--- src/include/cart_consts.svh ---
/*
 * Cartridge header constants for the loader front end.
 * Byte addresses of the header fields, the product IDs that need a
 * core quirk, and the light-gun table. Include wherever IDs are matched.
 */
`ifndef CART_CONSTS_SVH
`define CART_CONSTS_SVH

// Header word addresses, byte addressed
`define CART_ADDR_ID0      25'h182
`define CART_ADDR_ID1      25'h184
`define CART_ADDR_ID2      25'h186
`define CART_ADDR_ID3      25'h188
`define CART_ADDR_ID4      25'h18A
`define CART_ADDR_ID_DONE  25'h18C  // Lookup trigger
`define CART_ADDR_REGION0  25'h1F0
`define CART_ADDR_REGION1  25'h1F2
`define CART_ADDR_HDR_END  25'h200

// Quirk product IDs, 8 characters each
`define CART_ID_SRAM0    "T-081276"
`define CART_ID_SRAM1    "T-81406 "
`define CART_ID_SRAM2    "T-081586"
`define CART_ID_SRAM3    "T-81576 "
`define CART_ID_SRAM4    "T-81476 "
`define CART_ID_EEPROM0  "MK-1215 "
`define CART_ID_EEPROM1  "G-4060  "
`define CART_ID_EEPROM2  "00001211"
`define CART_ID_EEPROM3  "MK-1228 "
`define CART_ID_EEPROM4  "G-5538  "
`define CART_ID_EEPROM5  "00004076"
`define CART_ID_EEPROM6  "T-12046 "
`define CART_ID_EEPROM7  "T-12053 "
`define CART_ID_EEPROM8  "G-4524  "
`define CART_ID_NORAM0   "T-113016"
`define CART_ID_FIFO0    "T-89016 "
`define CART_ID_PIER0    "T-574023"
`define CART_ID_PIER1    "T-574013"
`define CART_ID_SVP0     "MK-1229 "
`define CART_ID_SVP1     "G-7001  "
`define CART_ID_FMBUSY0  "T-35036 "
`define CART_ID_FMBUSY1  "T-25073 "
`define CART_ID_FMBUSY2  "MK-1137-"
`define CART_ID_SCHAN0   "T-68???-"

// Light-gun titles, sensor delay and reload type
`define CART_GUN_ID0     "MK-1533 "
`define CART_GUN_DLY0    8'd100
`define CART_GUN_TYPE0   1'b0
`define CART_GUN_ID1     "T-95096-"
`define CART_GUN_DLY1    8'd52
`define CART_GUN_TYPE1   1'b1
`define CART_GUN_ID2     "T-95136-"
`define CART_GUN_DLY2    8'd30
`define CART_GUN_TYPE2   1'b1
`define CART_GUN_ID3     "MK-1658 "
`define CART_GUN_DLY3    8'd120
`define CART_GUN_TYPE3   1'b0
`define CART_GUN_ID4     "T-081156"
`define CART_GUN_DLY4    8'd126
`define CART_GUN_TYPE4   1'b0

`define CART_GUN_DELAY_DEFAULT  8'd44

`endif
--- src/hw/cart_pkg.sv ---
/*
 * Types shared by the cartridge loader blocks and the testbench.
 * Region and setting enums, the download write record, the header
 * record and the region configuration. Import with cart_pkg::*.
 */
package cart_pkg;

	typedef enum logic [1:0] {
		REGION_JP = 2'd0,
		REGION_US = 2'd1,
		REGION_EU = 2'd2
	} region_e;

	// Where the console region comes from
	typedef enum logic [1:0] {
		FROM_FILE_EXT = 2'd0,
		FROM_HEADER   = 2'd1,
		DISABLED      = 2'd2
	} auto_region_e;

	typedef enum logic [1:0] {
		US_EU_JP = 2'd0,
		EU_US_JP = 2'd1,
		US_JP_EU = 2'd2,
		JP_US_EU = 2'd3
	} region_prio_e;

	typedef struct packed {
		logic        wr;
		logic [24:0] addr;  // Byte address
		logic [15:0] data;  // High byte is the earlier character
	} dl_wr_t;

	typedef struct packed {
		logic sram;
		logic eeprom;
		logic noram;
		logic fifo;
		logic pier;
		logic svp;
		logic fmbusy;
		logic schan;
	} cart_quirks_t;

	typedef struct packed {
		cart_quirks_t quirks;
		logic         gun_type;   // 1 for reload style guns
		logic [7:0]   gun_delay;
		logic         hdr_j;
		logic         hdr_u;
		logic         hdr_e;
	} hdr_info_t;

	typedef struct packed {
		auto_region_e auto_region;
		region_prio_e prio;
	} region_cfg_t;

endpackage

--- src/hw/cart_loader_top.sv ---
/*
 * Cartridge loader front end.
 * Connects the header parser, the region selector and the ROM write
 * port to the download stream and the two ROM memories.
 */
`timescale 1ns/100ps

module cart_loader_top import cart_pkg::*; (
	input  logic        clk_sys,
	input  logic        RESET,
	input  dl_wr_t      dl,
	input  logic        dl_active,
	input  logic [7:0]  dl_index,
	input  region_cfg_t cfg,
	input  logic        mem_ack_a,
	input  logic        mem_ack_b,
	output hdr_info_t   hdr,
	output logic        hdr_ready,
	output region_e     region_req,
	output logic        region_set,
	output logic        rom_wr_req,
	output logic [23:0] rom_addr,
	output logic [15:0] rom_data,
	output logic        dl_wait,
	output logic [24:0] rom_size
);

	// Header record producer
	cart_hdr_parser u_hdr_parser (
		.clk_sys   (clk_sys),
		.RESET     (RESET),
		.dl        (dl),
		.dl_active (dl_active),
		.hdr       (hdr),
		.hdr_ready (hdr_ready)
	);

	region_select u_region_select (
		.clk_sys    (clk_sys),
		.RESET      (RESET),
		.hdr        (hdr),
		.hdr_ready  (hdr_ready),
		.dl_index   (dl_index),
		.cfg        (cfg),
		.region_req (region_req),
		.region_set (region_set)
	);

	rom_write_port u_rom_write_port (
		.clk_sys    (clk_sys),
		.RESET      (RESET),
		.dl         (dl),
		.dl_active  (dl_active),
		.mem_ack_a  (mem_ack_a),
		.mem_ack_b  (mem_ack_b),
		.rom_wr_req (rom_wr_req),
		.rom_addr   (rom_addr),
		.rom_data   (rom_data),
		.dl_wait    (dl_wait),
		.rom_size   (rom_size)
	);

endmodule

--- src/hw/rom_write_port.sv ---
/*
 * ROM write port.
 * Buffers one download word, forwards it to both ROM memories with a
 * toggle request and holds dl_wait until both have echoed it.
 * Latches the final address as the ROM size when the download ends.
 */
`timescale 1ns/100ps

module rom_write_port import cart_pkg::*; (
	input  logic        clk_sys,
	input  logic        RESET,
	input  dl_wr_t      dl,
	input  logic        dl_active,
	input  logic        mem_ack_a,
	input  logic        mem_ack_b,
	output logic        rom_wr_req,
	output logic [23:0] rom_addr,
	output logic [15:0] rom_data,
	output logic        dl_wait,
	output logic [24:0] rom_size
);

	logic [24:0] wr_addr;     // Byte address of the buffered word
	logic        old_active;
	logic        acks_done;

	assign rom_addr  = wr_addr[24:1];
	assign acks_done = (mem_ack_a == rom_wr_req) && (mem_ack_b == rom_wr_req);

	// Word buffer, memories take the bytes swapped
	always_ff @(posedge clk_sys) begin
		if (dl.wr & dl_active) begin
			wr_addr  <= dl.addr;
			rom_data <= {dl.data[7:0], dl.data[15:8]};
		end
		if (old_active & ~dl_active)
			rom_size <= wr_addr;
	end

	always_ff @(posedge clk_sys) begin
		if (RESET) begin
			old_active <= 1'b0;
			rom_wr_req <= 1'b0;
			dl_wait    <= 1'b0;
		end else begin
			old_active <= dl_active;

			if (dl.wr & dl_active) begin
				dl_wait    <= 1'b1;
				rom_wr_req <= ~rom_wr_req;      // New request to both memories
			end else if (dl_wait && acks_done) begin
				dl_wait    <= 1'b0;
			end
		end
	end

endmodule

--- src/hw/region_select.sv ---
/*
 * Console region selection.
 * On the rising edge of hdr_ready picks a region from the header flags
 * in priority order, or from the file index, and requests it.
 */
`timescale 1ns/100ps

module region_select import cart_pkg::*; (
	input  logic        clk_sys,
	input  logic        RESET,
	input  hdr_info_t   hdr,
	input  logic        hdr_ready,
	input  logic [7:0]  dl_index,
	input  region_cfg_t cfg,
	output region_e     region_req,
	output logic        region_set
);

	logic old_ready;

	// First flagged region in the given order, else the order's head
	function automatic region_e pick_region(input region_prio_e prio,
	                                        input logic j, input logic u, input logic e);
		case (prio)
			US_EU_JP: return u ? REGION_US : e ? REGION_EU : j ? REGION_JP : REGION_US;
			EU_US_JP: return e ? REGION_EU : u ? REGION_US : j ? REGION_JP : REGION_EU;
			US_JP_EU: return u ? REGION_US : j ? REGION_JP : e ? REGION_EU : REGION_US;
			default:  return j ? REGION_JP : u ? REGION_US : e ? REGION_EU : REGION_JP;
		endcase
	endfunction

	always_ff @(posedge clk_sys) begin
		if (RESET) begin
			old_ready  <= 1'b0;
			region_req <= REGION_JP;
			region_set <= 1'b0;
		end else begin
			old_ready <= hdr_ready;

			if (~old_ready & hdr_ready) begin
				case (cfg.auto_region)
					FROM_HEADER: begin
						region_set <= 1'b1;
						region_req <= pick_region(cfg.prio, hdr.hdr_j, hdr.hdr_u, hdr.hdr_e);
					end
					FROM_FILE_EXT: begin
						region_set <= |dl_index;          // Index 0 means no region
						region_req <= region_e'(dl_index[7:6]);
					end
					default: ;                            // Selection off
				endcase
			end

			if (old_ready & ~hdr_ready)
				region_set <= 1'b0;
		end
	end

endmodule

--- src/hw/cart_hdr_parser.sv ---
/*
 * ROM header parser.
 * Watches the download stream, assembles the product ID and reads the
 * region bytes. Produces the quirk flags, light-gun settings and region
 * flags, and raises hdr_ready once the header has gone past.
 */
`timescale 1ns/100ps

`include "cart_consts.svh"

module cart_hdr_parser import cart_pkg::*; (
	input  logic      clk_sys,
	input  logic      RESET,
	input  dl_wr_t    dl,
	input  logic      dl_active,
	output hdr_info_t hdr,
	output logic      hdr_ready
);

	logic [63:0] cart_id;     // First character in the top byte
	logic        old_active;
	logic        wr_en;
	logic        dl_start;
	logic        dl_end;
	logic [2:0]  flags_lo;    // {j, u, e}
	logic [2:0]  flags_hi;

	// Classify one region character
	function automatic logic [2:0] region_flags(input logic [7:0] c);
		if (c == "J")
			return 3'b100;
		else if (c == "U")
			return 3'b010;
		else if (c >= "0" && c <= "Z")
			return 3'b001;
		else
			return 3'b000;
	endfunction

	assign wr_en    = dl.wr & dl_active;
	assign dl_start = ~old_active & dl_active;
	assign dl_end   = old_active & ~dl_active;
	assign flags_lo = region_flags(dl.data[7:0]);
	assign flags_hi = (dl.addr == `CART_ADDR_REGION0) ? region_flags(dl.data[15:8]) : 3'b000;

	//////////////////////////////////////////////////////////////////////
	// Product ID capture
	always_ff @(posedge clk_sys) begin
		if (wr_en) begin
			case (dl.addr)
				`CART_ADDR_ID0: cart_id[63:56] <= dl.data[7:0];
				`CART_ADDR_ID1: cart_id[55:40] <= dl.data;
				`CART_ADDR_ID2: cart_id[39:24] <= dl.data;
				`CART_ADDR_ID3: cart_id[23:8]  <= dl.data;
				`CART_ADDR_ID4: cart_id[7:0]   <= dl.data[15:8];
				default: ;
			endcase
		end
	end

	//////////////////////////////////////////////////////////////////////
	// Header record
	always_ff @(posedge clk_sys) begin
		if (RESET) begin
			old_active    <= 1'b0;
			hdr_ready     <= 1'b0;
			hdr.quirks    <= '0;
			hdr.gun_type  <= 1'b0;
			hdr.gun_delay <= `CART_GUN_DELAY_DEFAULT;
			{hdr.hdr_j, hdr.hdr_u, hdr.hdr_e} <= 3'b000;
		end else begin
			old_active <= dl_active;

			if (dl_start) begin
				hdr.quirks <= '0;
				{hdr.hdr_j, hdr.hdr_u, hdr.hdr_e} <= 3'b000;
			end
			if (dl_end)
				hdr_ready <= 1'b0;

			if (wr_en) begin
				if (dl.addr == `CART_ADDR_REGION0 || dl.addr == `CART_ADDR_REGION1)
					{hdr.hdr_j, hdr.hdr_u, hdr.hdr_e} <=
						{hdr.hdr_j, hdr.hdr_u, hdr.hdr_e} | flags_lo | flags_hi;

				if (dl.addr == `CART_ADDR_HDR_END)
					hdr_ready <= 1'b1;

				if (dl.addr == `CART_ADDR_ID_DONE) begin
					case (cart_id)
						`CART_ID_SRAM0, `CART_ID_SRAM1, `CART_ID_SRAM2,
						`CART_ID_SRAM3, `CART_ID_SRAM4:     hdr.quirks.sram <= 1'b1;
						`CART_ID_EEPROM0, `CART_ID_EEPROM1, `CART_ID_EEPROM2,
						`CART_ID_EEPROM3, `CART_ID_EEPROM4, `CART_ID_EEPROM5,
						`CART_ID_EEPROM6, `CART_ID_EEPROM7,
						`CART_ID_EEPROM8:                   hdr.quirks.eeprom <= 1'b1;
						`CART_ID_NORAM0:                    hdr.quirks.noram <= 1'b1;
						`CART_ID_FIFO0:                     hdr.quirks.fifo <= 1'b1;
						`CART_ID_PIER0, `CART_ID_PIER1:     hdr.quirks.pier <= 1'b1;
						`CART_ID_SVP0, `CART_ID_SVP1:       hdr.quirks.svp <= 1'b1;
						`CART_ID_FMBUSY0, `CART_ID_FMBUSY1,
						`CART_ID_FMBUSY2:                   hdr.quirks.fmbusy <= 1'b1;
						`CART_ID_SCHAN0:                    hdr.quirks.schan <= 1'b1;
						default: ;
					endcase

					// Gun sensor timing per title
					case (cart_id)
						`CART_GUN_ID0: {hdr.gun_type, hdr.gun_delay} <= {`CART_GUN_TYPE0, `CART_GUN_DLY0};
						`CART_GUN_ID1: {hdr.gun_type, hdr.gun_delay} <= {`CART_GUN_TYPE1, `CART_GUN_DLY1};
						`CART_GUN_ID2: {hdr.gun_type, hdr.gun_delay} <= {`CART_GUN_TYPE2, `CART_GUN_DLY2};
						`CART_GUN_ID3: {hdr.gun_type, hdr.gun_delay} <= {`CART_GUN_TYPE3, `CART_GUN_DLY3};
						`CART_GUN_ID4: {hdr.gun_type, hdr.gun_delay} <= {`CART_GUN_TYPE4, `CART_GUN_DLY4};
						default:       {hdr.gun_type, hdr.gun_delay} <= {1'b0, `CART_GUN_DELAY_DEFAULT};
					endcase
				end
			end
		end
	end

endmodule

--- config.mk ---
export PLATFORM = sky130hd
export DESIGN_NAME = cart_loader_top
export DESIGN_NICKNAME = d
export VERILOG_FILES = /design/src/hw/cart_pkg.sv /design/src/hw/cart_loader_top.sv /design/src/hw/rom_write_port.sv /design/src/hw/region_select.sv /design/src/hw/cart_hdr_parser.sv
export VERILOG_INCLUDE_DIRS = /design/src /design/src/include
export SDC_FILE = /design/constraint.sdc
export NUM_CORES = 1
export LEC_CHECK = 0
export BUFFER_PORTS_ARGS = -buffer_cell sky130_fd_sc_hd__buf_2
export CORE_MARGIN = 2
export CORE_UTILIZATION = 30
export CTS_CLUSTER_DIAMETER = 30
export DETAILED_ROUTE_END_ITERATION = 16
export GPL_TIMING_DRIVEN = 0
export SLEW_MARGIN = 20
export SYNTH_ARGS = -nofsm -noshare
export SYNTH_HDL_FRONTEND = slang
export SYNTH_HIERARCHICAL = 1
export SYNTH_SLANG_ARGS = --single-unit
export TNS_END_PERCENT = 10
--- constraint.sdc ---
create_clock -name clk_sys -period 2.2 [get_ports clk_sys]
set_input_delay 0.22 -clock clk_sys [delete_from_list [all_inputs] [get_ports clk_sys]]
set_output_delay 0.22 -clock clk_sys [all_outputs]
set_load 0.05 [all_outputs]
* Yosys cells after proc, flatten, opt, wreduce, memory -nomap -nowiden
Index checks and enable logic that the tools add are counted.
Operators by class: magnitude comparators 4, equal/unequal tests 47, muxes and demuxes 41, bitwise logic cells 12, reduce and logical (&&, ||, !) cells 23
Operators by type and width (number):
- 64-bit by 63-bit equality test with 1-bit output, second input constant | 27
- 25-bit by 9-bit equality test with 1-bit output, second input constant | 8
- 64-bit by 62-bit equality test with 1-bit output, second input constant | 2
- 9-bit case mux with 5 select lines | 1
- 8-bit by 7-bit equality test with 1-bit output, second input constant | 4
- 25-bit by 10-bit equality test with 1-bit output, second input constant | 1
- 2-bit 2-to-1 mux | 11
- 3-bit 2-to-1 mux | 7
- 20-bit 2-to-1 mux | 1
- 17-bit 2-to-1 mux | 1
- 8-bit by 6-bit >= comparator with 1-bit output, second input constant | 2
- 8-bit by 7-bit less-or-equal comparator with 1-bit output, second input constant | 2
- 1-bit 2-to-1 mux | 16
- 2-bit AND reduction | 7
- 9-bit OR reduction | 1
- 8-bit 2-to-1 mux | 1
- 8-bit OR reduction | 1
- 3-bit OR | 2
- 2-bit case mux with 3 select lines | 1
- 2-bit OR reduction | 3
- 1-bit bitwise AND | 5
- 1-bit inverter | 5
- 5-bit OR reduction | 1
- 2-bit by 1-bit equality test with 1-bit output, second input constant | 2
- other kinds (9) | 15
Word-level totals: register bits 158, input port bits 59, output and inout bits 91, word-level logic and storage cells 155

* Depth between registers and ports, before layout
Gate-level depths: netlist of run 1.
word-level depth 9, mapped depth 8

* Modules after synthesis
Netlist of run 1, hierarchy kept.
Modules (own cells, without submodules):
- cart_hdr_parser | times used 1, cells an instance 388, area an instance 4212.8 µm²
- rom_write_port | times used 1, cells an instance 104, area an instance 2290.9 µm²
- region_select | times used 1, cells an instance 32, area an instance 247.7 µm²

* Worst setup path after synthesis of run 1
No wires, ideal clock.
path type input to register, from in dl[29] (netlist name), to reg u_hdr_parser.cart_id[24] (enable), library setup time 0.388 ns, arrival time 1.862 ns, required time 1.812 ns, slack -0.050 ns, cell stages on the path 7, path through nor4_1 -> and4_1 -> clkbuf_2 -> nand2_1 -> nor2_1 -> nand3_1 -> nor2_1
Between the ends: word-level cells in the longest chain between the ends 2
RTL lines:
- from (decl) | RTL line cart_loader_top.sv:11 | input dl_wr_t dl,
- 25-bit by 9-bit equality test with 1-bit output | RTL line cart_hdr_parser.sv:50 | case (dl.addr)
- 2-bit AND reduction (no line)
- to (signal assigned) | RTL line cart_hdr_parser.sv:53 | `CART_ADDR_ID2: cart_id[39:24] <= dl.data;
- to (decl) | RTL line cart_hdr_parser.sv:20 | logic [63:0] cart_id;
Every way passes these cells. A chain may end at the register's enable or synchronous reset.

* Worst setup path in the final report of run 1
from reg u_hdr_parser.cart_id[38], to reg, netlist name u_hdr_parser/hdr[18]
Between the ends: word-level cells in the longest chain between the ends 5, elaborated cells on any way between the ends 13, classes of those cells eq/ne (9); mux (3); reduce/logical (1)
RTL lines:
- 64-bit by 63-bit equality test with 1-bit output / 64-bit by 62-bit equality test with 1-bit output (equally long branches) | RTL line cart_hdr_parser.sv:90 | case (cart_id)
- 9-bit OR reduction * | RTL line cart_hdr_parser.sv:90
- 1-bit 2-to-1 mux * | RTL line cart_hdr_parser.sv:90
- 17-bit 2-to-1 mux * | RTL line cart_hdr_parser.sv:89 | if (dl.addr == `CART_ADDR_ID_DONE) begin
- 20-bit 2-to-1 mux * | RTL line cart_hdr_parser.sv:81 | if (wr_en) begin
Every way passes the cells marked *; elsewhere a longest branch is shown, timed or not.

==> impl_metrics.yaml, run 1 <==
outcome:
  status: "finished, final reports clean"
min_path:
  hold_depth: 1
  hp-start: "dl[22]"
  min_path_type: "in -> reg"
  hold_end: "u_rom_write_port/wr_addr[6]$_DFFE_PP_"
routing:
  viasPerCell: 4.99
  initialDrtViolationCount: 311
  wl_per_cell_um: 18.3
  routed_wirelength_um: 18500
  ant_nets: 0
  vias: 5021
  firstDrtPassIters: 4
  drc: 0
grt:
  grt_max_degree: 31
  grt_pass1_vias: 4795
  grt-ovfl-total: 0
  antenna_found_initial: 0
  grt_pass1_wl_um: 28200
  grt_use_total: 0.157
sta:
  fmaxAchievable_mhz: 459
  hold_ws_ns: 0.0369
  post-route-period-util: 0.990
  worst_pin_slew_ns: 0.775
  fin_skew_ns: 0.00668
  finalSetupViolCount: 0
  finalMaxSlewViolations: 0
  slew_headroom: 0.482
  rsz0062_at_grt: "true"
  hold_viol_final: 0
  finalCriticalPeriod_ns: 2.18
setup_path:
  crit_required_ns: 2.53
  start_kind: "flop"
  r2r_end: "u_hdr_parser/hdr[18]$_SDFF_PP0_"
  endpoint_kind: "flop"
  regToRegStartpoint: "u_hdr_parser/cart_id[38]$_DFFE_PP_"
  crit_arrival_ns: 2.51
  regToRegSetupSlack_ns: 0.02
  cp_max_fo: 6
  reg2reg_depth: 6
  criticalPathCategory: "reg -> reg"
placement:
  gp_congestion: 0.920
  post_dp_cell_area_mm2: 0.00788
  dp_hpwl_um: 13700
  io_buffers: 147
flow_run:
  maxCapViolations: 0
pwr:
  powerDensity_mw_per_mm2: 761
  comb_power_share: 0.078
  netSwitchingFraction: 0.249
  intPower_w: 0.00505
  p_sw_w: 0.00167
  p_clk_frac: 0.430
  p_leak_nw: 3.15
  ir_drop_mv: 0.400
  pwr-share-seq: 0.492
clocking:
  cts_max_level: 4
  cts_tree: "yes"
  cts_buffer_depth: 2
  numCtsBuffers: 17
  root_buffer: "clkbuf_16"
  cts.sinks: 157
  clk_latency_ns: 0.43
  path_clk_slew_ns: 0.07
yosys:
  synth_cell_types: 65
  synth_seq_area_share: 0.658
  ys.flop_type: "edfxtp_1"
  ys_seq_elements: 157
  synth_cells: 524
  syn_avg_cell_area_um2: 12.9
  synthArstFlopShare: 0
  yosys_warnings: 6
  synth_edf_count: 130
  synthesis.area_mm2: 0.00675
floorplanning:
  io_pins: 150
  start_util: 0.307
  rows: 54
  die_area_mm2: 0.0237
  core_mm2: 0.0220
  die_w_um: 154
  die_y_um: 154
final_layout:
  drive_gt1_frac: 0.346
  area_growth_pct: 30.7
  num_antenna_cells: 0
  fin_nets: 772
  design_area_mm2: 0.00883
## critical path, cell delays in order, from the launching register on
cell,delay [ns]
edfxtp_1,0.35
and4bb_2,0.40
nand4_1,0.24
nor4_4,0.36
nand3_1,0.12
o32a_1,0.35
a221oi_1,0.25
## final cells by class
| type | instances | area, um^2 |
|---|---|---|
| Buffer | 38 | 273 |
| Clock buffer | 17 | 425 |
| Clock inverter | 15 | 156 |
| Fill cell | 2050 | 13100 |
| Inverter | 5 | 18.8 |
| Multi-Input combinational cell | 325 | 2200 |
| Sequential cell | 157 | 4440 |
| Tap cell | 280 | 350 |
| Timing Repair Buffer | 169 | 961 |
## how the worst max path moves through the flow
stage | startpoint | endpoint | slack, ns | cells past startpoint
after floorplan | dl[29] | u_hdr_parser/cart_id[40]$_DFFE_PP_ | -0.001 | 7
after global placement | dl[32] | u_hdr_parser/cart_id[58]$_DFFE_PP_ | -0.97 | 8
after detailed placement | dl[32] | u_hdr_parser/cart_id[28]$_DFFE_PP_ | -0.59 | 8
after CTS | u_hdr_parser/cart_id[34]$_DFFE_PP_ | u_hdr_parser/hdr[18]$_SDFF_PP0_ | 0.006 | 6
after global routing | u_hdr_parser/cart_id[49]$_DFFE_PP_ | u_hdr_parser/hdr[18]$_SDFF_PP0_ | -0.11 | 6
final | u_hdr_parser/cart_id[38]$_DFFE_PP_ | u_hdr_parser/hdr[18]$_SDFF_PP0_ | 0.02 | 6
## cells in the mapped netlist, drive strengths merged, types with 7 or more instances
cell / n / area [um^2]
a21oi: 21 / 105
buf: 30 / 228
dfxtp: 27 / 541
edfxtp: 130 / 3900
nand2: 32 / 128
nand2b: 9 / 56.3
nand3: 24 / 120
nand3b: 7 / 52.6
nand4: 22 / 144
nand4b: 8 / 70.1
nor2: 43 / 161
nor2b: 14 / 87.6
nor3: 25 / 125
nor3b: 8 / 60.1
nor4: 18 / 140
nor4b: 10 / 93.8
o21ai: 12 / 60.1
## layout by cell type (no fill, tap or decap), types with 9 or more instances in the layout
cell type	n
nand3_1	21
nand2_1	31
o21ai_0	12
nor4_1	11
a21oi_1	21
nor3_1	23
dlygate4sd3_1	19
buf_2	148
edfxtp_1	130
nand4_1	21
dfxtp_1	27
nand2b_1	9
buf_4	28
nor2b_1	13
clkbuf_16	17
nor2_1	36
## state kept, by name, indices dropped and copies added, names as in the netlist, 2 cells and up
signal	flops
u_rom_write_port/rom_size	25
u_hdr_parser/hdr	18
u_hdr_parser/cart_id	64
u_region_select/region_req	2
u_rom_write_port/wr_addr	25
u_rom_write_port/rom_data	16
## timing repair
item,in CTS,in global routing
hold buffers,19,0
endpoints found under the setup margin,66,58
cloned,0,0
resized for setup,17,12
setup buffers,2,0
pin swaps,4,3
endpoints found under the hold margin,19,0
## per-layer routing
metal	global-route usage	part of all wire	wire length [um]
met5	0	0	0
met2	0.254	0.49	8970
met1	0.209	0.44	8200
met3	0.0290	0.050	919
met4	0.0632	0.020	366
## power by group through the flow
stage          clock network, W  registers, W  logic, W
2_1_floorplan                 0       0.00346  0.000218
3_3_place_gp                  0       0.00337  0.000495
3_5_place_dp                  0       0.00337  0.000503
4_1_cts                 0.00296       0.00331  0.000531
5_1_grt                 0.00308       0.00331  0.000558
6_report                0.00289       0.00331  0.000527
## kinds of logic (layout without fill, tap and decap cells)
logic type / Yosys count / count (layout) / share of synthesized area
and+or+nand+nor: 258 / 258 / 0.233
DFF: 157 / 157 / 0.658
buffers and inverters: 43 / 244 / 0.0426
other: 1 / 2 / 0.000555
AOI/OAI and AO/OA: 63 / 63 / 0.0625
muxes: 2 / 2 / 0.00315
## stage by stage
step | setup TNS [ns] | total power, W | instances | worst slack [ns] | utilization
global placement | -59.21 | 0.00387 | 952 | -0.965 | 0.357
finish | 0 | 0.00672 | 1006 | 0.0213 | 0.402
CTS | 0 | 0.00679 | 1006 | 0.00613 | 0.400
detailed placement | -34.85 | 0.00387 | 953 | -0.589 | 0.359
floorplan | -0.0193 | 0.00368 | 525 | -0.00121 | -
global route | -0.210 | 0.00695 | 1006 | -0.109 | 0.402
(Power assumes the default switching activity.)
==> inputs of run 2 (changes only) <==
Clock period 2.2 ns to 2.1 ns, I/O delays scaled along.
==> run 2 against run 1 <==
Net effect: the run now ends with setup timing left; sequential cell count did not move; power rose by 4.8%; register-to-register slack got worse by 0.08 ns; combinational power rose by 4.9%; count of clock-buffer cells in the layout did not move; critical endpoint unchanged; highest routed layer unchanged.
==> impl_metrics.yaml, run 2 (synthesis results as in run 1) <==
outcome:
  status: "complete, but fails checks"
  violations: "setup timing"
clocking:
  clk_latency_ns: 0.43
  cts_max_level: 4
  cts_tree: "yes"
  root_buffer: "clkbuf_16"
  cts.sinks: 157
  numCtsBuffers: 17
  cts_buffer_depth: 2
  path_clk_slew_ns: 0.06
min_path:
  hp-start: "dl[22]"
  hold_depth: 1
  min_path_type: "in -> reg"
  hold_end: "u_rom_write_port/wr_addr[6]$_DFFE_PP_"
setup_path:
  cp_max_fo: 7
  crit_top_cell: "a21boi_0"
  endpoint_kind: "flop"
  crit_required_ns: 2.44
  critPathSlowestCell: "edfxtp_1"
  cp_cell_sequence: "nor4b_1 -> nand4_1 -> nor4_4 -> a21boi_0 -> a21boi_0 -> a221oi_2"
  r2r_end: "u_hdr_parser/hdr[18]$_SDFF_PP0_"
  critPathMaxStageDelay_ns: 0.56
  critPathLaunch: "u_hdr_parser/cart_id[10]$_DFFE_PP_"
  criticalPathCategory: "reg -> reg"
  start_kind: "flop"
  reg2reg_depth: 6
  crit_arrival_ns: 2.50
  regToRegSetupSlack_ns: -0.06
  regToRegStartpoint: "u_hdr_parser/cart_id[10]$_DFFE_PP_"
sta:
  fmaxAchievable_mhz: 463
  rsz0062_at_grt: "true"
  hold_viol_final: 0
  finalSetupTns_ns: -0.0682
  finalSetupViolCount: 2
  worst_pin_slew_ns: 0.775
  timing.final.ws_setup_ns: -0.0602
  fin_skew_ns: 0.00731
  finalCriticalPeriod_ns: 2.16
  post-route-period-util: 1.03
  slew_headroom: 0.478
  finalMaxSlewViolations: 0
floorplanning:
  die_y_um: 154
  die_w_um: 154
  rows: 54
  core_mm2: 0.0220
  start_util: 0.307
  io_pins: 150
  die_area_mm2: 0.0237
final_layout:
  design_area_mm2: 0.00896
  regMostFlops: "u_hdr_parser/cart_id"
  fill_cells: 2037
  drive_gt1_frac: 0.367
  num_antenna_cells: 0
  fin_cells: 1012
  fin_nets: 778
  final_common_cell: "buf_2"
  seqCellArea_mm2: 0.00444
  largestRegisters: "u_hdr_parser/cart_id: 64 flops, u_rom_write_port/rom_size: 25 flops, u_rom_write_port/wr_addr: 25 flops"
  multiInputGateArea_mm2: 0.00227
  largest_reg_flops: 64
  area_growth_pct: 32.8
  layout_common_cells: "148 x buf_2, 130 x edfxtp_1, 35 x nor2_1, 33 x buf_4, 30 x nand2_1"
routing:
  drc: 0
  initialDrtViolationCount: 279
  viasPerCell: 5.00
  firstDrtPassIters: 4
  vias: 5056
  ant_nets: 0
  routed_wirelength_um: 18600
  wl_per_cell_um: 18.4
placement:
  io_buffers: 147
  post_dp_cell_area_mm2: 0.00788
  placedCellCount: 953
  post-place-ws_ns: -0.679
  dp_hpwl_um: 13700
  gp_congestion: 0.920
grt:
  antenna_found_initial: 0
  grt_use_total: 0.157
  grt_max_degree: 31
  grt_pass1_vias: 4869
  grt-ovfl-total: 0
  grt_pass1_wl_um: 28300
flow_run:
  maxCapViolations: 0
pwr:
  finalPower_w: 0.00704
  powerDensity_mw_per_mm2: 785
  ir_drop_mv: 0.419
  p_leak_nw: 3.23
## run 2: per-stage QoR
| stage | hold WS (ns) | utilization |
|---|---|---|
| after detailed placement | 0.407 | 0.359 |
| after global placement | 0.403 | 0.357 |
| after floorplan | 0.279 | - |
| after CTS | 0.00665 | 0.404 |
| final | 0.0270 | 0.408 |
| after global routing | 0.0158 | 0.408 |
## run 2: layout make-up
class / count / area share
Buffer: 38 / 0.0306
Clock buffer: 17 / 0.0475
Clock inverter: 15 / 0.0174
Inverter: 5 / 0.00209
Multi-Input combinational cell: 325 / 0.254
Sequential cell: 157 / 0.496
Tap cell: 280 / 0.0391
Timing Repair Buffer: 175 / 0.114
## run 2: layer usage
metal,global-route usage,vias up,wire length [um]
li1,-,2422,-
met1,0.207,2451,8450
met2,0.255,154,9030
met3,0.0296,29,705
met4,0.0668,0,422
met5,0,-,0
## run 2: worst max path at each step
stage	endpoint	slack (ns)	depth (start not counted)
after global routing	u_hdr_parser/hdr[18]$_SDFF_PP0_	-0.17	6
after global placement	u_hdr_parser/cart_id[58]$_DFFE_PP_	-1.06	8
after detailed placement	u_hdr_parser/cart_id[28]$_DFFE_PP_	-0.68	8
final	u_hdr_parser/hdr[18]$_SDFF_PP0_	-0.06	6
after CTS	u_hdr_parser/hdr[19]$_SDFF_PP0_	-0.06	6
after floorplan	u_hdr_parser/cart_id[40]$_DFFE_PP_	-0.09	7
## run 2: power by group
part | switching, W | internal, W
Sequential | 0.0000220 | 0.00344
Clock | 0.00135 | 0.00167
Combinational | 0.000384 | 0.000169
Total | 0.00176 | 0.00529
## run 2: timing repair
action                     4_1_cts  5_1_grt
hold buffers                    19        0
hold endpoints to repair        19        0
gates cloned                     0        0
pin swaps                       10        5
setup buffers                    7        1
gates resized for setup         30       17
setup endpoints to repair       69       77
## run 2: worst max-delay path: cells and delay by family (launching register included)
family	cells	cell delay, ns
DFF	1	0.56
AOI/OAI and AO/OA	3	0.53
and+or+nand+nor	3	0.99
